<file path="src/hw/dma_pkg.sv">
package dma_pkg;

	localparam int DATA_WIDTH = 32;
	localparam int ADDR_WIDTH = 32;
	localparam int RAM_WORDS = 256;
	localparam int RAM_INDEX_WIDTH = 8;
	localparam int WORD_BYTES = 4;

	// Register map of the control port
	typedef enum logic [1:0] {
		reg_from = 2'd0,
		reg_to = 2'd1,
		reg_count = 2'd2,
		reg_ctrl = 2'd3 // Write starts, read gives busy
	} reg_addr_t;

	typedef enum logic [1:0] {
		st_idle = 2'd0,
		st_read = 2'd1,
		st_write = 2'd2
	} engine_state_t;

	typedef enum logic [1:0] {
		own_none = 2'd0,
		own_host = 2'd1,
		own_dma = 2'd2
	} bus_owner_t;

endpackage
</file>
<file path="src/hw/dma_regs.sv">
`timescale 1ns/1ps

module dma_regs import dma_pkg::*; (
	input logic i_clock,
	input logic i_arst_n,

	input logic i_reg_request,
	input logic i_reg_rw,
	input reg_addr_t i_reg_address,
	input logic [DATA_WIDTH-1:0] i_reg_wdata,
	output logic [DATA_WIDTH-1:0] o_reg_rdata,
	output logic o_reg_ready,

	input logic i_busy,
	output logic o_start,
	output logic [ADDR_WIDTH-1:0] o_from,
	output logic [ADDR_WIDTH-1:0] o_to,
	output logic [DATA_WIDTH-1:0] o_count
);

	logic [DATA_WIDTH-1:0] read_value;

	// Status reads all ones while a copy runs
	always_comb begin
		case (i_reg_address)
			reg_from: read_value = DATA_WIDTH'(o_from);
			reg_to: read_value = DATA_WIDTH'(o_to);
			reg_count: read_value = o_count;
			reg_ctrl: read_value = i_busy ? '1 : '0;
			default: read_value = '0;
		endcase
	end

	always_ff @(posedge i_clock or negedge i_arst_n) begin
		if (!i_arst_n) begin
			o_from <= '0;
			o_to <= '0;
			o_count <= '0;
			o_start <= 1'b0;
			o_reg_ready <= 1'b0;
			o_reg_rdata <= '0;
		end else begin
			o_start <= 1'b0;
			o_reg_ready <= i_reg_request; // Every access acked next cycle
			if (i_reg_request) begin
				if (i_reg_rw) begin
					case (i_reg_address)
						reg_from: o_from <= ADDR_WIDTH'(i_reg_wdata);
						reg_to: o_to <= ADDR_WIDTH'(i_reg_wdata);
						reg_count: o_count <= i_reg_wdata;
						reg_ctrl: o_start <= 1'b1;
						default: o_start <= 1'b0;
					endcase
				end else begin
					o_reg_rdata <= read_value;
				end
			end
		end
	end

endmodule

</file>
<file path="config.mk">
export PLATFORM = sky130hd
export DESIGN_NAME = dma_regs
export DESIGN_NICKNAME = d
export VERILOG_FILES = /design/src/hw/dma_pkg.sv /design/src/hw/dma_regs.sv
export SDC_FILE = /design/constraint.sdc
export NUM_CORES = 1
export LEC_CHECK = 0
export ABC_AREA = 1
export ABC_CLOCK_PERIOD_IN_PS = 800
export BUFFER_PORTS_ARGS = -buffer_cell sky130_fd_sc_hd__clkbuf_2
export CORE_MARGIN = 2
export CORE_UTILIZATION = 40
export DETAILED_ROUTE_END_ITERATION = 16
export GPL_ROUTABILITY_DRIVEN = 0
export PLACE_DENSITY = 0.67
export SLEW_MARGIN = 30
export SYNTH_ARGS = -nofsm -noshare
export SYNTH_HDL_FRONTEND = slang
export SYNTH_SLANG_ARGS = --single-unit
</file>
<file path="constraint.sdc">
create_clock -name i_clock -period 0.8 [get_ports i_clock]
set_input_delay 0.16 -clock i_clock [delete_from_list [all_inputs] [get_ports i_clock]]
set_output_delay 0.16 -clock i_clock [all_outputs]
set_load 0.1 [all_outputs]
</file>
==> metrics.txt <==
count of distinct cell types in the synthesized netlist=19; relative area change from synthesis to final layout=124%; filler cell count in the final layout=465; insertion delay of the later-clocked pin in the worst-skew pair=0.43 ns; H-tree lvl count=4; final cell count without fillers=1187; maximum vdd ir drop=2190 µV; most area-consuming cells after synthesis=dfrtp_1 (57%), nand2_1 (13%), o21ai_1 (11%); CTS Sinks=130; number of nets still failing antenna checks after routing=0; synthesis warning total=0; Via density=5.81; Pwr Density=3100 nW/µm²; end of the worst hold path=o_to[29]$_DFFE_PN0P_; initial standard-cell utilization of the core=0.413; nets in the synthesized netlist=707; Least-Margin Pin Slew=0.407 ns; result of the run=complete, but fails checks; Post-Place Cell Area=9930 µm²; clock transition at the registers of the reported paths=0.07 ns; CP Class=reg -> out; Worst Setup Start Kind=flop; CP peak stage delay=0.52 ns; number of antenna violations at the first check in global routing=1; Top delay family on crit path=flip-flops; half-perimeter wire length after detailed placement=13600 µm; post-synthesis cell area=5750 µm²; final global-route overflow total=0; setup violation total in the final timing report=256; setup repair after global routing missed its margin=yes; leading cell types in the layout, fill and taps excluded=buf_12 (152), dfrtp_4 (130), buf_6 (112); Clock Root Buffer=clkbuf_16; proportion of synthesized chip area in sequential cells=0.566; critical register-to-register path endpoint=o_reg_rdata[12]$_DFFE_PN0P_; number of nets at the end of the flow=1032; Die Outline Area=15300 µm²; drt drc=0; most area-hungry cell type in the Yosys netlist=dfrtp_1; least setup slack across all paths after layout=-0.504 ns; leakage power summed over all cells=5.68 nW; critical path required time=0.64 ns; Critical path buffers and inverters=1; final cycle utilization of the critical path=1.63; Cells after Synth=668; wire length of the first global-routing pass=37100 µm; CTS Buf Count=17; post-route cell area=12900 µm²; critical path endpoint category=output pin; Vert. Die Dim=124 µm; via count of the first global-routing pass=6780; GRT Total Usage=0.327; routed via count=6899; drt pass-1 iters=5; Site Rows=43; pin count of the biggest net entering global routing=39; post-DR wirelength/cell=24.9 µm; clock tree buffer depth=2; count of final hold-check violations=0; die width=124 µm; port bufs=168; I/O pin count=169; worst rel slew slack=0.729; most common cell after layout, fill and taps aside=buf_12; clock tree from TritonCTS=built; total negative slack=-78.58 ns; highest clock frequency the design can meet=767 MHz; total count of max-transition violations in the final report=0; source of the worst register-to-register timing path=o_count[12]$_DFFE_PN0P_; path type of the worst min-delay path=in -> reg; area share of the largest cell type after synthesis=0.566; synthesized area per cell=8.61 µm²; cell depth of the worst flop-to-flop path=5; number of cells in the design after placement=1018; worst-case register-to-register setup slack=-0.38 ns; worst path cell trace=buf_12; failing checks=negative setup slack; critical path startpoint=o_from[14]$_DFFE_PN0P_; final core utilization=0.924; share of layout cells above drive strength 1=0.764; hold path cells=3; Post-Place Setup Slack=-0.405 ns; startpoint of the worst hold path=i_reg_wdata[29]; # Max-Cap Violations=0; Yosys reg bits=130; DRT Wirelength=29500 µm; top fanout value on the critical path=2; shortest clock period the worst path allows after layout=1.30 ns; placeable core region=13900 µm²; Crit-path slowest cell=dfrtp_4; critical path arrival=1.14 ns; DRC violation total after the first TritonRoute iteration=692; final setup skew=0.00798 ns
-- routing by layer --
| metal | vias up | global-route usage | routed length (µm) |
|---|---|---|---|
| li1 | 2829 | - | - |
| met4 | 0 | 0.160 | 1440 |
| met3 | 137 | 0.0806 | 2480 |
| met2 | 474 | 0.558 | 15300 |
| met1 | 3459 | 0.386 | 10300 |
| met5 | - | 0 | 0 |
-- cells by family after synthesis --
kind of cell / after synthesis / synth area share
and+or+nand+nor: 268 / 0.202
AOI/OAI and AO/OA: 159 / 0.138
DFF: 130 / 0.566
buffers and inverters: 111 / 0.0940
-- cell usage after synthesis, drive strengths merged --
library cell    n
nor3            1
nand2         197
clkbuf          2
o21ai         128
dfrtp         130
inv            67
nor2            3
nand3          67
a21oi          31
buf            42
-- final cells by class --
class | instances | area (µm²) | share of cell area
clock buffers | 19 | 433 | 0.0336
well taps | 180 | 225 | 0.0175
repair buffers | 350 | 4930 | 0.383
flip-flops and latches | 130 | 3740 | 0.291
inverters | 67 | 297 | 0.0230
multi-input cells | 427 | 3060 | 0.238
clock inverters | 13 | 186 | 0.0145
diodes | 1 | 2.50 | 0.000194
-- flip-flops by register name, summed over array words and instances (netlist names) --
signal       count
o_from          32
o_reg_ready      1
o_to            32
o_reg_rdata     32
o_start          1
o_count         32
-- metrics by stage --
| step | hold slack (ns) | power (mW) |
|---|---|---|
| 2_1_floorplan | -0.136 | 20.1 |
| 3_3_place_gp | 0.0939 | 26.8 |
| 3_5_place_dp | 0.0936 | 27.0 |
| 4_1_cts | 0.00260 | 37.6 |
| 5_1_grt | 0.0289 | 40.7 |
| 6_report | 0.00867 | 39.9 |
-- where the power goes --
group | total, mW | switching [mW] | leakage (nW) | internal [mW]
Clock | 8.46 | 3.26 | 0.277 | 5.21
Sequential | 10.3 | 1.79 | 1.47 | 8.54
Combinational | 21.1 | 13.0 | 3.93 | 8.04
Total | 39.9 | 18.1 | 5.68 | 21.8
-- worst max path at each step --
stage,slack (ns),cells after the start,end
5_1_grt,-0.52,1,o_to[7]
2_1_floorplan,-0.24,4,o_reg_rdata[15]$_DFFE_PN0P_
6_report,-0.50,1,o_from[14]
4_1_cts,-0.49,1,o_count[4]
3_5_place_dp,-0.41,8,o_reg_rdata[24]$_DFFE_PN0P_
3_3_place_gp,-0.31,8,o_reg_rdata[1]$_DFFE_PN0P_
-- timing repair --
action,in CTS,in global routing
hold buffers,13,0
setup buffers,98,84
endpoints found under the hold margin,155,0
pin swaps,42,100
setup endpoints to repair,162,255
cloned,0,1
gates resized for setup,160,264
Note: power is estimated with default switching activity, not from simulation.
