--- config.mk ---
export PLATFORM = sky130hd
export DESIGN_NAME = bus_arbiter
export DESIGN_NICKNAME = d
export VERILOG_FILES = /design/src/hw/dma_pkg.sv /design/src/hw/bus_arbiter.sv
export SDC_FILE = /design/constraint.sdc
export NUM_CORES = 1
export LEC_CHECK = 0
export BUFFER_PORTS_ARGS = -buffer_cell sky130_fd_sc_hd__buf_4
export CAP_MARGIN = 10
export CORE_AREA = 4 4 104 106
export CTS_BUF_LIST = sky130_fd_sc_hd__clkbuf_4 sky130_fd_sc_hd__clkbuf_8
export CTS_CLUSTER_SIZE = 24
export DETAILED_ROUTE_END_ITERATION = 8
export DIE_AREA = 0 0 108 110
export GPL_ROUTABILITY_DRIVEN = 0
export PLACE_DENSITY = 0.49
export SLEW_MARGIN = 20
export SYNTH_ARGS = -nofsm -noshare
export SYNTH_HDL_FRONTEND = slang
export SYNTH_SLANG_ARGS = --single-unit
--- constraint.sdc ---
create_clock -name i_clock -period 1.49 [get_ports i_clock]
set_clock_uncertainty 0.05 [all_clocks]
set_input_delay 0.447 -clock i_clock [delete_from_list [all_inputs] [get_ports i_clock]]
set_output_delay 0.447 -clock i_clock [all_outputs]
set_load 0.01 [all_outputs]
--- src/hw/dma_pkg.sv ---
package dma_pkg;

	localparam int DATA_WIDTH = 32;
	localparam int ADDR_WIDTH = 32;
	localparam int RAM_WORDS = 256;
	localparam int RAM_INDEX_WIDTH = 8;
	localparam int WORD_BYTES = 4;

	// Register map of the control port
	typedef enum logic [1:0] {
		reg_from = 2'd0,
		reg_to = 2'd1,
		reg_count = 2'd2,
		reg_ctrl = 2'd3 // Write starts, read gives busy
	} reg_addr_t;

	typedef enum logic [1:0] {
		st_idle = 2'd0,
		st_read = 2'd1,
		st_write = 2'd2
	} engine_state_t;

	typedef enum logic [1:0] {
		own_none = 2'd0,
		own_host = 2'd1,
		own_dma = 2'd2
	} bus_owner_t;

endpackage
--- src/hw/bus_arbiter.sv ---
`timescale 1ns/1ps

module bus_arbiter import dma_pkg::*; (
	input logic i_clock,
	input logic i_arst_n,

	input logic i_host_request,
	input logic i_host_rw,
	input logic [ADDR_WIDTH-1:0] i_host_address,
	input logic [DATA_WIDTH-1:0] i_host_wdata,
	output logic [DATA_WIDTH-1:0] o_host_rdata,
	output logic o_host_ready,

	input logic i_dma_request,
	input logic i_dma_rw,
	input logic [ADDR_WIDTH-1:0] i_dma_address,
	input logic [DATA_WIDTH-1:0] i_dma_wdata,
	output logic [DATA_WIDTH-1:0] o_dma_rdata,
	output logic o_dma_ready,

	output logic o_ram_request,
	output logic o_ram_rw,
	output logic [RAM_INDEX_WIDTH-1:0] o_ram_index,
	output logic [DATA_WIDTH-1:0] o_ram_wdata,
	input logic [DATA_WIDTH-1:0] i_ram_rdata,
	input logic i_ram_ready
);

	bus_owner_t owner;
	logic host_owns;
	logic dma_owns;

	assign host_owns = (owner == own_host);
	assign dma_owns = (owner == own_dma);

	always_ff @(posedge i_clock or negedge i_arst_n) begin
		if (!i_arst_n) begin
			owner <= own_none;
		end else if (owner == own_none) begin
			if (i_host_request)
				owner <= own_host; // Host first
			else if (i_dma_request)
				owner <= own_dma;
		end else if (i_ram_ready) begin
			owner <= own_none;
		end
	end

	// Request is masked in the ready cycle so the RAM does not repeat it
	always_comb begin
		o_ram_request = ((host_owns && i_host_request) || (dma_owns && i_dma_request))
			&& !i_ram_ready;
		o_ram_rw = dma_owns ? i_dma_rw : i_host_rw;
		// Word index drops the two byte-offset bits
		o_ram_index = dma_owns ? i_dma_address[RAM_INDEX_WIDTH+1:2]
			: i_host_address[RAM_INDEX_WIDTH+1:2];
		o_ram_wdata = dma_owns ? i_dma_wdata : i_host_wdata;
	end

	assign o_host_ready = host_owns && i_ram_ready;
	assign o_dma_ready = dma_owns && i_ram_ready;
	assign o_host_rdata = host_owns ? i_ram_rdata : '0;
	assign o_dma_rdata = dma_owns ? i_ram_rdata : '0;

endmodule

==> flow_summary.yaml <==
status:
  status: "complete, but fails checks"
  violations: "setup timing"
detailed_routing:
  viasPerCell: 3.62
  ant_nets: 0
  via_count: 1787
  drtIter0Drc: 35
  drtPass1Iterations: 4
  wirelength_mm: 6.78
  drc: 0
  routedWlPerCell_um: 13.8
final_layout:
  antenna_cells: 0
  final_nets: 529
  fin_util_pct: 36.1
  largest_reg_flops: 2
  area_growth_pct: 181
  top_register: "owner"
  final_cells: 493
  top_regs: "owner x2"
  drive_above_1_share_pct: 88.1
  fin_area_mm2: 0.00353
clocking:
  htreeDepth: 1
  cts_tree: "built"
  cts.sinks: 2
  clk_latency_ps: 210
  numCtsBuffers: 3
  clk_pin_slew_ps: 30
  cts_root_buffer: "clkbuf_8"
  clk_path_buf_depth: 2
power_and_ir_drop:
  internal_power_mw: 1.60
  comb_power_share_pct: 87.9
  power_mw: 2.43
  clockPowerShare_pct: 8.8
  power_switching_uw: 830
  netSwitchingFraction_pct: 34.1
  ir_drop_v: 0.000371
  cellPowerDensity_mw_per_mm2: 689
  power_frac_seq_pct: 3.3
  cellLeakagePower_nw: 1.97
worst_hold_path:
  worstHoldPathCells: 2
  hp-class: "input pin to flop"
  hold_end: "owner[1]"
  min-delay-start: "i_host_request"
timing:
  hold_ws_ps: 395
  setup_viol: 108
  finalHoldViolations: 0
  slew_headroom_pct: 77.1
  setup_ws_ps: -448
  worst_pin_slew_ps: 339
  rsz0062_at_grt: "true"
  fmax_ghz: 0.516
  slew_viol_final: 0
  setup-tns-final_ps: -41200
  final.min_clock_period_ps: 1940
  period_share_pct: 130
placed_design:
  port_buffers: 226
  dp_slack_ps: -305
  dp.cells: 486
  post_dp_cell_area_mm2: 0.00318
  hpwl_mm: 5.58
critical_path:
  critPathKind: "flop to primary output"
  cp.required_ps: 990
  r2r_cells: 3
  end_kind: "primary output"
  r2r_slack_ps: 230
  reg2reg_from: "owner[1]"
  cp_data_arrival_time_ps: 1440
  worstPathMaxFanout: 11
  startpoint_type: "flop"
  worstReg2RegEnd: "owner[1]"
yosys:
  synth_area_leaders: "mux2_4 (47%), and2_1 (33%), buf_12 (6.4%)"
  synth_area_mm2: 0.00125
  synth_top_area_share_pct: 46.7
  avgSynthCellArea_um2: 9.65
  synth_edf_count: 0
  yosysMostFrequentCell: "and2_1"
  syn_nets: 297
  yosysWarnings: 0
  async_reset_ff_share_pct: 100
  yosysSeqAreaShare_pct: 3.99
  synth_largest_area_cell: "mux2_4"
  yosys-top-cells-count: "and2_1 (66), mux2_4 (39), clkbuf_1 (6)"
  ys.flop_type: "dfrtp_1"
  yosysUniqueCellTypes: 14
  synth_seq_cells: 2
  synth_cells: 130
floorplan:
  dieArea_mm2: 0.0119
  rows: 36
  core_mm2: 0.00977
  ios: 275
  die_w_um: 108
  die_y_um: 110
  initial_utilization_pct: 12.8
global_routing:
  globalRouteTotalUtil_pct: 9.43
  antenna_found_initial: 0
  grt.overflow.total: 0
  grt_pass1_vias: 1864
  grt_max_degree: 34
  grt_pass1_wl_mm: 9.10
flow_run:
  cap_violations: 0
## final cells by class
class	instances	area, um2
sequential	2	51.3
inverter	1	3.75
tap	133	166
multi-input combinational	116	1190
clock buffer	3	41.3
fill	1002	6240
timing repair buffer	238	2080
## how the worst max path moves through the flow
stage                     startpoint              end  slack (ps)  cells after the start
after global placement      owner[0]  o_dma_rdata[28]        -260                      3
after floorplan             owner[0]   o_ram_index[0]        -120                      4
after detailed placement    owner[1]  o_dma_rdata[21]        -300                      3
after global routing        owner[0]  o_dma_rdata[21]        -480                      3
after CTS                   owner[1]  o_ram_wdata[10]        -460                      4
final                       owner[0]   o_ram_wdata[1]        -450                      4
## layout by cell type, fill, tap and decap left out, drive strengths merged
| cell | count |
|---|---|
| or2b | 1 |
| and2b | 2 |
| inv | 1 |
| nand2b | 3 |
| dlygate4sd3 | 1 |
| o32ai | 1 |
| o21ai | 1 |
| mux2 | 41 |
| buf | 236 |
| o41ai | 1 |
| clkbuf | 4 |
| dfrtp | 2 |
| and2 | 66 |
## cells by family after synthesis
logic type	Yosys count	synth area share [%]
buffers and inverters	12	9.37
AOI/OAI and AO/OA	3	1.79
and+or+nand+nor	72	36.4
muxes	41	48.5
DFF	2	3.99
## metal layers
metal / share of wire [%] / GRT usage (%)
met5: 0 / 0
met4: 0.22 / 1.44
met1: 33 / 10.0
met3: 9.2 / 2.10
met2: 57 / 19.1
## power groups by stage
stage | Sequential, mW | Combinational [mW] | Clock, mW
floorplan | 0.0798 | 1.05 | 0
global placement | 0.0798 | 1.88 | 0
detailed placement | 0.0805 | 1.88 | 0
CTS | 0.0802 | 2.14 | 0.223
global route | 0.0815 | 2.28 | 0.229
finish | 0.0799 | 2.14 | 0.215
## timing repair
item,CTS,global route
gates resized for setup,64,3
pin swaps,0,1
hold buffers,1,0
gates cloned,1,1
setup endpoints to repair,108,108
setup buffers,1,0
endpoints found under the hold margin,2,0
## critical path, cell delays in order (launching register included)
cell and delay [ps]:
dfrtp_1 380, nand2b_4 210, clkbuf_16 210, mux2_4 310
buf_6 120
Note: power is estimated with default switching activity, not from simulation.
