[src/hw/dma_pkg.sv]
package dma_pkg;

	localparam int DATA_WIDTH = 32;
	localparam int ADDR_WIDTH = 32;
	localparam int RAM_WORDS = 256;
	localparam int RAM_INDEX_WIDTH = 8;
	localparam int WORD_BYTES = 4;

	// Register map of the control port
	typedef enum logic [1:0] {
		reg_from = 2'd0,
		reg_to = 2'd1,
		reg_count = 2'd2,
		reg_ctrl = 2'd3 // Write starts, read gives busy
	} reg_addr_t;

	typedef enum logic [1:0] {
		st_idle = 2'd0,
		st_read = 2'd1,
		st_write = 2'd2
	} engine_state_t;

	typedef enum logic [1:0] {
		own_none = 2'd0,
		own_host = 2'd1,
		own_dma = 2'd2
	} bus_owner_t;

endpackage
[src/hw/dma_engine.sv]
`timescale 1ns/1ps

module dma_engine import dma_pkg::*; (
	input logic i_clock,
	input logic i_arst_n,

	input logic i_start,
	input logic [ADDR_WIDTH-1:0] i_from,
	input logic [ADDR_WIDTH-1:0] i_to,
	input logic [DATA_WIDTH-1:0] i_count,
	output logic o_busy,
	output logic o_done,

	output logic o_bus_request,
	output logic o_bus_rw,
	output logic [ADDR_WIDTH-1:0] o_bus_address,
	output logic [DATA_WIDTH-1:0] o_bus_wdata,
	input logic [DATA_WIDTH-1:0] i_bus_rdata,
	input logic i_bus_ready
);

	engine_state_t state;
	logic [ADDR_WIDTH-1:0] src;
	logic [ADDR_WIDTH-1:0] dst;
	logic [DATA_WIDTH-1:0] remaining;
	logic start_go;
	logic issue;
	logic complete;

	assign start_go = (state == st_idle) && i_start; // Ignored while busy
	assign issue = (state != st_idle) && !o_bus_request;
	assign complete = o_bus_request && i_bus_ready;

	always_ff @(posedge i_clock or negedge i_arst_n) begin
		if (!i_arst_n) begin
			state <= st_idle;
			o_bus_request <= 1'b0;
			o_busy <= 1'b0;
			o_done <= 1'b0;
			remaining <= '0;
		end else begin
			o_done <= 1'b0;
			case (state)
				st_idle: begin
					if (i_start) begin
						if (i_count == '0) begin
							o_done <= 1'b1; // Nothing to copy
						end else begin
							state <= st_read;
							o_bus_request <= 1'b1;
							o_busy <= 1'b1;
							remaining <= i_count;
						end
					end
				end
				st_read: begin
					if (issue) begin
						o_bus_request <= 1'b1;
					end else if (complete) begin
						o_bus_request <= 1'b0;
						state <= st_write;
					end
				end
				st_write: begin
					if (issue) begin
						o_bus_request <= 1'b1;
					end else if (complete) begin
						o_bus_request <= 1'b0;
						remaining <= remaining - 1'b1;
						if (remaining == DATA_WIDTH'(1)) begin
							state <= st_idle;
							o_busy <= 1'b0;
							o_done <= 1'b1;
						end else begin
							state <= st_read;
						end
					end
				end
				default: state <= st_idle;
			endcase
		end
	end

	// Addresses and write data follow the control above
	always_ff @(posedge i_clock) begin
		if (start_go) begin
			src <= i_from;
			dst <= i_to;
			o_bus_rw <= 1'b0;
			o_bus_address <= i_from;
		end else if (issue) begin
			o_bus_rw <= (state == st_write);
			o_bus_address <= (state == st_write) ? dst : src;
		end
		if (complete && state == st_read)
			o_bus_wdata <= i_bus_rdata; // Held until the write lands
		if (complete && state == st_write) begin
			src <= src + ADDR_WIDTH'(WORD_BYTES);
			dst <= dst + ADDR_WIDTH'(WORD_BYTES);
		end
	end

endmodule

[config.mk]
export PLATFORM = sky130hd
export DESIGN_NAME = dma_engine
export DESIGN_NICKNAME = d
export VERILOG_FILES = /design/src/hw/dma_pkg.sv /design/src/hw/dma_engine.sv
export SDC_FILE = /design/constraint.sdc
export NUM_CORES = 1
export LEC_CHECK = 0
export BUFFER_PORTS_ARGS = -buffer_cell sky130_fd_sc_hd__buf_4
export CORE_MARGIN = 4
export CORE_UTILIZATION = 39
export DETAILED_ROUTE_END_ITERATION = 10
export RECOVER_POWER = 100
export SYNTH_ARGS = -nofsm -noshare
export SYNTH_HDL_FRONTEND = slang
export SYNTH_SLANG_ARGS = --single-unit
[constraint.sdc]
create_clock -name i_clock -period 7.8 [get_ports i_clock]
set_input_delay 1.56 -clock i_clock [delete_from_list [all_inputs] [get_ports i_clock]]
set_output_delay 1.56 -clock i_clock [all_outputs]
set_load 0.01 [all_outputs]
==> flow_summary.yaml, run 1 <==
clock_tree:
  cts_tree: "done"
  cts_setup_buffers: 0
  cts_buffers: 17
  cts_max_level: 4
  cts_resized: 0
  clock_sinks: 166
  cts.clk_slew.worst_paths_ns: 0.07
  cts_buffer_depth: 2
  cts_hold_buf: 0
  insertion_delay_ns: 0.43
  root_buffer: "clkbuf_16"
sta:
  hold_violations: 0
  max_freq_ghz: 0.188
  skew_ns: 0.0142
  worst_slew_pin_slew_ns: 3.50
  relSlewSlack_pct: -133
  drv_slew: 214
  final-setup-viol-count: 0
  min_period_ns: 5.33
  final.period_utilization_pct: 68.3
  rsz0062_at_grt: "false"
  setup-tns-final_ns: 0
synthesis:
  async_flop_share_pct: 22.3
  ys_seq_area_share_pct: 55.2
  synth_top_family_by_area: "simple AND/OR/NAND/NOR gates"
  synth_area_per_cell_um2: 10.3
  syn_inst: 843
  synth_area_um2: 8680
  synth_nets: 984
  synth-xor-area-share_pct: 5.65
  synthDistinctLibCells: 61
  synth_compound_area_share_pct: 13.1
  synthSimpleGateAreaFrac_pct: 17.7
  ys_ff_latch: 166
  synth_edf_count: 128
  muxShareOfSynthArea_pct: 4.32
  ys.flop_type: "edfxtp_1"
  synth_adder_area_share_pct: 1.30
  synth_warnings: 0
routing:
  wirelength_mm: 23.7
  via_count: 7111
  final_antenna_net_count: 0
  dr_wl_met3_mm: 1.34
  highest_layer: "met5"
  wl_per_cell_um: 18.0
  drt_iter0_drc: 481
  route.detailed.drc: 0
  wl_met2_mm: 11.5
  first_pass_iters: 5
  viasPerCell: 5.40
  wl_met1_mm: 10.5
cells_and_area:
  layout_common_cells: "nand2_1 (128), edfxtp_1 (128), o21ai_0 (101)"
  final_area_um2: 10700
  drive_above_1_share_pct: 16.9
  area_growth_pct: 23.2
  multi_input_area_um2: 3670
  fin_util_pct: 48.9
  antenna_cells: 0
  regArea_um2: 4790
  fill_cells: 2134
  final_nets: 1164
placed_design:
  port_buffers: 199
  hpwl_mm: 16.8
  placed_cell_area_um2: 10500
  gp_congestion: 0.856
power:
  powerDensity_nw_per_um2: 343
  finalPower_mw: 3.67
  p_leak_nw: 3.83
  peakVddDrop_v: 0.000157
floorplan:
  dieArea_um2: 24700
  core-area_um2: 21900
  fp.dieW_um: 157
  die_y_um: 157
  ioPinCount: 200
  start_util_pct: 39.7
  rows: 54
min_path:
  worstHoldPathType: "reg2reg"
setup_path:
  critPathRequiredTime_ns: 7.75
  path_buf_inv: 2
  crit_chain: "clkbuf_1 > nand3_1 > nand2_2 > clkbuf_1"
  end_kind: "flop"
  crit_slowest_cell: "clkbuf_1"
  crit_path_frequent_cell: "clkbuf_1"
  cp-start-kind: "input port"
  crit_family: "buffers and inverters"
  path_class: "in2reg"
  arrival_ns: 5.28
  cp_max_fo: 60
  slowest_delay_ns: 2.49
grt:
  grt_pass1_vias: 6808
  grt_use_total_pct: 19.0
  grt_max_degree: 106
  grt_overflow: 0
  grt_pass1_wl_mm: 36.9
  antenna_found_initial: 1
run_status:
  violations: "max-capacitance violations, max-slew violations"
  status: "finished, violations left"
job:
  maxCapViolations: 5
-- worst register-to-register path, cell delays in order, from the launching register on --
cell      delay, ns
dfrtp_1        0.43
inv_1          0.14
ha_4           0.53
nand3_1        0.94
nand2_2        0.23
clkbuf_1       2.49
-- synthesized netlist by cell type (3+ instances only) --
cell type / count / area share [%]
a31o_2: 3 / 0.30
xor2_1: 30 / 3.0
edfxtp_1: 128 / 44
or3_1: 5 / 0.36
mux2i_1: 33 / 3.8
clkbuf_1: 36 / 1.6
o21ai_1: 3 / 0.17
and2_1: 9 / 0.65
ha_1: 9 / 1.3
o32ai_1: 4 / 0.40
inv_1: 15 / 0.65
nor3_1: 22 / 1.3
o22ai_1: 27 / 1.9
nand3_1: 33 / 1.9
nand2_1: 129 / 5.6
dfrtp_1: 37 / 11
and3_1: 14 / 1.0
o41ai_1: 3 / 0.30
nor4_1: 17 / 1.2
mux2_2: 4 / 0.52
buf_1: 5 / 0.22
nand4_1: 20 / 1.4
a21oi_1: 29 / 1.7
nand3b_1: 4 / 0.35
buf_2: 5 / 0.29
o21ai_0: 100 / 5.8
nor2_1: 43 / 1.9
o21bai_1: 3 / 0.26
xnor2_1: 26 / 2.6
or4_1: 8 / 0.69
-- sequential cells by signal, indices dropped and copies added (netlist names) --
signal,cells
src,32
o_bus_rw,1
state,2
dst,32
o_bus_address,32
o_busy,1
o_done,1
remaining,32
o_bus_request,1
o_bus_wdata,32
-- per-layer routing --
layer,vias to the layer above,GRT usage [%]
li1,3481,-
met1,3401,26.3
met2,207,31.0
met3,20,3.38
met4,2,5.12
met5,-,0
-- power breakdown --
group          internal (mW)  total (mW)  switching [mW]
logic                  0.449        1.20           0.753
clock network          0.423       0.822           0.400
registers               1.39        1.65           0.263
total                   2.26        3.67            1.42
-- final cells by class --
type	instances	area share, %
tap	280	3.27
sequential	166	44.8
clock buffer	17	3.97
multi-input combinational	616	34.3
clock inverter	15	1.29
timing repair buffer	207	11.9
inverter	15	0.526
-- path summary, 6_finish.rpt --
| check | start | end | slack (ns) | depth (start not counted) |
|---|---|---|---|---|
| worst min register to register | o_bus_rw | o_bus_rw | 0.51 | 2 |
| worst min-delay path | o_bus_rw | o_bus_rw | 0.51 | 2 |
| worst max-delay path | i_bus_ready | dst[8] | 2.47 | 4 |
| worst max register to register | state[0] | dst[8] | 2.55 | 5 |
| min in group asynchronous | i_arst_n | remaining[27] | 1.73 | 1 |
| max in group asynchronous | i_arst_n | state[0] | 4.87 | 1 |
-- cell families (layout without fill, tap and decap cells) --
| kind of cell | after synthesis | after routing |
|---|---|---|
| buffers and inverters | 61 | 254 |
| muxes | 37 | 37 |
| and+or+nand+nor | 319 | 319 |
| adders and majority gates | 9 | 9 |
| DFF | 166 | 166 |
| xor gates and xnor gates | 56 | 56 |
| AOI/OAI and AO/OA | 195 | 195 |
-- per-stage QoR --
stage,cells,hold WS [ns],worst slack (ns)
after detailed placement,1284,0.501,3.63
final,1316,0.511,2.47
after CTS,1316,0.521,4.06
after global routing,1316,0.564,2.01
after floorplan,843,0.483,3.52
after global placement,1284,0.501,3.71
(Power assumes the default switching activity.)
==> inputs of run 2 (changes only) <==
- clock period: 7.8 -> 4.6 ns (I/O delays scaled with it)
==> run 2 against run 1 <==
The run still ends with max-capacitance violations, max-slew violations left. Critical path depth increased by 3. Core utilization increased by 0.36 points. Final area increased by 0.74%. Global-route usage about the same. Critical path type unchanged. Largest cell class unchanged.
==> flow_summary.yaml, run 2 (synthesis results as in run 1) <==
sta:
  worst_slew_pin_slew_ns: 2.41
  max_freq_ghz: 0.272
  rsz0062_at_grt: "false"
  finalWorstSetupSlack_ns: 0.922
  setup-tns-final_ns: 0
  min_period_ns: 3.68
  skew_ns: 0.0137
  drv_slew: 285
  relSlewSlack_pct: -62.4
  hold_violations: 0
  final.period_utilization_pct: 80.0
  final-setup-viol-count: 0
setup_path:
  arrival_ns: 3.97
  cp-start-kind: "input port"
  end_kind: "flop"
  path_class: "in2reg"
  critPathRequiredTime_ns: 4.90
  reg2reg_from: "state[0]"
  cp_max_fo: 25
  startpoint: "i_count[27]"
routing:
  wirelength_mm: 23.9
  wl_per_cell_um: 18.2
  route.detailed.drc: 0
  viasPerCell: 5.50
  first_pass_iters: 5
  via_count: 7239
  final_antenna_net_count: 0
  drt_iter0_drc: 438
grt:
  grt_pass1_vias: 6973
  grt_use_total_pct: 19.0
  antenna_found_initial: 1
  grt_pass1_wl_mm: 37.2
  grt_max_degree: 106
  grt_overflow: 0
floorplan:
  die_y_um: 157
  ioPinCount: 200
  dieArea_um2: 24700
  start_util_pct: 39.7
  rows: 54
  fp.dieW_um: 157
  core-area_um2: 21900
clock_tree:
  cts_buffers: 17
  cts_max_level: 4
  cts_resized: 0
  cts_setup_buffers: 0
  root_buffer: "clkbuf_16"
  cts.clk_slew.worst_paths_ns: 0.07
  clock_sinks: 166
  cts_buffer_depth: 2
  cts_hold_buf: 0
  insertion_delay_ns: 0.43
  cts_tree: "done"
cells_and_area:
  final_nets: 1164
  layout_commonest_cell: "nand2_1"
  stdcell_count: 1315
  drive_above_1_share_pct: 17.3
  area_growth_pct: 24.1
  layout_common_cells: "nand2_1 (129), edfxtp_1 (128), o21ai_0 (103)"
  antenna_cells: 0
placed_design:
  dpl_worst_slack_ns: 1.00
  port_buffers: 199
  gp_congestion: 0.820
  dp.cells: 1284
  hpwl_mm: 16.9
run_status:
  status: "finished, violations left"
  violations: "max-capacitance violations, max-slew violations"
power:
  p_leak_nw: 3.88
  powerDensity_nw_per_um2: 590
  peakVddDrop_v: 0.000245
job:
  maxCapViolations: 6
min_path:
  worstHoldPathType: "reg2reg"
  hp-start: "o_bus_rw"
run 2: cell types whose count changed in the layout (fill, tap and decap cells not counted), sizes merged:
cell / before / now
bufinv: 0 / 3
inv: 23 / 20
buf: 99 / 101
clkbuf: 125 / 123
clkinvlp: 3 / 2
run 2: worst max-delay path, stage by stage:
cell and delay [ns]:
buf_4 0.11, nor4_1 0.33, nand2_1 0.16, o41ai_1 0.66, or2_0 1.23, nor2_1 0.15, a2111oi_0 0.39
run 2: area by class of cell:
class / count / area, um2
clock buffer: 17 / 425
clock inverter: 14 / 193
fill: 2096 / 11100
inverter: 15 / 56.3
multi-input combinational: 616 / 3680
sequential: 166 / 4790
tap: 280 / 350
timing repair buffer: 207 / 1280
run 2: report_power, final:
group          leakage (nW)  switching, mW  internal, mW
clock                 0.297          0.646         0.870
combinational          1.96           1.30         0.770
sequential             1.62          0.445          2.33
total                  3.88           2.39          3.97
run 2: layer usage:
| metal | GRT usage (%) | part of all wire [%] | routed length, um |
|---|---|---|---|
| met1 | 25.9 | 45 | 10800 |
| met2 | 30.8 | 48 | 11400 |
| met4 | 4.75 | 1.4 | 330 |
| met5 | 0 | 0.054 | 13 |
| met3 | 4.21 | 5.9 | 1420 |
run 2: path summary, 6_finish.rpt:
path | end | slack [ns] | depth (start not counted)
max | remaining[4] | 0.92 | 7
min | o_bus_rw | 0.51 | 2
max reg2reg | src[31] | 0.94 | 5
min reg2reg | o_bus_rw | 0.51 | 2
max in group asynchronous | state[0] | 2.17 | 1
min in group asynchronous | remaining[26] | 1.14 | 1
run 2: stage by stage:
step           util, %  hold WS (ns)  cell area [um2]  power (mW)
2_1_floorplan        -         0.483             8680        4.14
3_3_place_gp      47.8         0.491            10500        4.99
3_5_place_dp      47.8         0.489            10500        5.04
4_1_cts           50.6         0.466            11100        6.57
5_1_grt           49.3         0.553            10800        6.79
6_report          49.3         0.510            10800        6.37
==> inputs of run 3 (changes only) <==
- ABC_AREA: not set -> 1
- clock period: 4.6 -> 3.1 ns (I/O delays scaled with it)
==> run 3 against run 2 <==
The run still ends with max-capacitance violations, max-slew violations left. Synthesized cell count rose by 50%. Power is 61% higher. Clock power increased by 44%. Final area rose by 12%. Worst hold slack lost 0.12 ns. Global-route usage increased by 1.2 points. Wire length up 20%. Sequential power up 49%. Die area rose by 13%. First-iteration DRC count rose by 45%. Highest routed layer is now met4.
==> flow_summary.yaml, run 3 <==
cells_and_area:
  drive_above_1_share_pct: 15.7
  area_growth_pct: 21.5
  layout_commonest_cell: "nand2_1"
  final_nets: 1595
  layout_common_cells: "nand2_1 (494), nor2_1 (157), edfxtp_1 (128)"
  fin_util_pct: 47.9
  antenna_cells: 0
clock_tree:
  cts_buffers: 17
  cts_setup_buffers: 0
  clock_sinks: 166
  cts_tree: "done"
  cts_hold_buf: 0
  insertion_delay_ns: 0.42
  root_buffer: "clkbuf_16"
  cts_resized: 0
  cts.clk_slew.worst_paths_ns: 0.07
  cts_max_level: 4
  cts_buffer_depth: 2
synthesis:
  synth_area_per_cell_um2: 7.82
  ys.flop_type: "edfxtp_1"
  ys_ff_latch: 166
  yosysMostFrequentCell: "nand2_1"
  yosys.area.top_type: "edfxtp_1"
  async_flop_share_pct: 22.3
  synth_area_um2: 9900
  synthTopCellsByCount: "nand2_1 (496), nor2_1 (155), edfxtp_1 (128), inv_1 (77), nand3_1 (60)"
  yosys-top-cells-area: "edfxtp_1 (39%), nand2_1 (19%), dfrtp_1 (9.4%), nor2_1 (5.9%), nand3_1 (3.0%)"
  syn_inst: 1266
  synth_top_area_share_pct: 38.8
  ys_seq_area_share_pct: 48.4
  synth_warnings: 0
  synth_edf_count: 128
  synthDistinctLibCells: 44
  synth_nets: 1407
sta:
  holdWs_ns: 0.392
  hold_violations: 0
  min_period_ns: 2.50
  setup-tns-final_ns: 0
  rsz0062_at_grt: "false"
  worst_slew_pin_slew_ns: 2.18
  relSlewSlack_pct: -45.3
  max_freq_ghz: 0.399
  drv_slew: 38
  skew_ns: 0.0126
  final-setup-viol-count: 0
  final.period_utilization_pct: 80.8
power:
  p_int_mw: 5.89
  finalPower_mw: 10.2
  p_switching_mw: 4.35
  peakVddDrop_v: 0.000361
  pwr-share-clk_pct: 21.3
  p_leak_nw: 5.18
  powerDensity_nw_per_um2: 852
  power_frac_seq_pct: 40.3
  swShare_pct: 42.5
  p_comb_share_pct: 38.4
grt:
  grt_pass1_wl_mm: 45.7
  antenna_found_initial: 0
  grt_overflow: 0
  grt_max_degree: 73
  grt_use_total_pct: 20.2
  grt_pass1_vias: 8625
placed_design:
  port_buffers: 199
  hpwl_mm: 21.4
  gp_congestion: 0.895
routing:
  route.detailed.drc: 0
  wl_met2_mm: 13.0
  first_pass_iters: 5
  drt_iter0_drc: 636
  dr_wl_met3_mm: 1.95
  final_antenna_net_count: 0
  wirelength_mm: 28.7
  via_count: 8877
  wl_met1_mm: 13.0
  wl_per_cell_um: 16.0
  viasPerCell: 4.94
  highest_layer: "met4"
setup_path:
  crit_chain: "inv_1 > ha_1 > inv_1 > nor2_1 > inv_2 > nand2_2 > buf_12"
  path_buf_inv: 4
  crit_family: "buffers and inverters"
  crit_slowest_cell: "inv_1"
  cp_max_fo: 50
  slowest_delay_ns: 0.48
  cp-start-kind: "flop"
  reg2reg_from: "state[0]"
  path_class: "reg2reg"
  r2r-end: "dst[9]"
  critPathRequiredTime_ns: 3.25
  end_kind: "flop"
  crit_path_frequent_cell: "inv_1"
  arrival_ns: 2.65
  timing.reg2reg.setup_slack_ns: 0.60
  reg2reg_depth: 7
min_path:
  whs_endpoint: "o_bus_wdata[20]"
  worstHoldPathType: "in2reg"
  hold_path_depth: 1
  hp-start: "i_bus_rdata[20]"
floorplan:
  start_util_pct: 39.4
  die_y_um: 167
  rows: 58
  core-area_um2: 25100
  ioPinCount: 200
  dieArea_um2: 28000
  fp.dieW_um: 167
job:
  maxCapViolations: 1
run_status:
  violations: "max-capacitance violations, max-slew violations"
  status: "finished, violations left"
## run 3: worst max path at each step
stage          startpoint                to  slack [ns]  cells past startpoint
2_1_floorplan    state[0]           dst[10]        0.55                      8
3_3_place_gp     state[0]  o_bus_address[6]        0.90                      7
3_5_place_dp     state[0]  o_bus_address[6]        0.87                      7
4_1_cts          state[0]  o_bus_address[6]        0.87                      7
5_1_grt          state[0]            dst[0]        0.35                      8
6_report         state[0]            dst[9]        0.60                      7
## run 3: kinds of logic after synthesis
kind of cell / Yosys count / synth area share [%]
compound gates: 121 / 7.04
xor+xnor: 34 / 3.01
buf+inv: 130 / 5.37
flops: 166 / 48.4
simple gates: 806 / 35.0
fa+ha+maj: 9 / 1.14
## run 3: cell type report
| class | count | area (um2) |
|---|---|---|
| well taps | 330 | 413 |
| repair buffers | 209 | 1330 |
| flip-flops and latches | 166 | 4790 |
| fillers | 2543 | 13100 |
| clock inverters | 14 | 166 |
| inverters | 90 | 338 |
| multi-input cells | 970 | 4560 |
| clock buffers | 18 | 429 |
## run 3: layer usage
layer	up-vias	GRT usage [%]
met1	3997	27.4
li1	4528	-
met4	0	6.10
met5	-	0
met2	312	32.9
met3	40	3.94
## run 3: through the flow
stage | area, um2 | worst slack (ns) | instances
2_1_floorplan | 9900 | 0.551 | 1266
3_3_place_gp | 11700 | 0.895 | 1765
3_5_place_dp | 11700 | 0.874 | 1765
4_1_cts | 12300 | 0.871 | 1797
5_1_grt | 12000 | 0.345 | 1797
6_report | 12000 | 0.597 | 1797
## run 3: power groups by stage
stage	Sequential [mW]	Combinational [mW]	Clock [mW]
floorplan	4.14	2.74	0
global route	4.24	4.48	2.32
detailed placement	4.16	4.27	0
finish	4.13	3.93	2.19
CTS	4.13	4.29	2.24
global placement	4.16	4.23	0
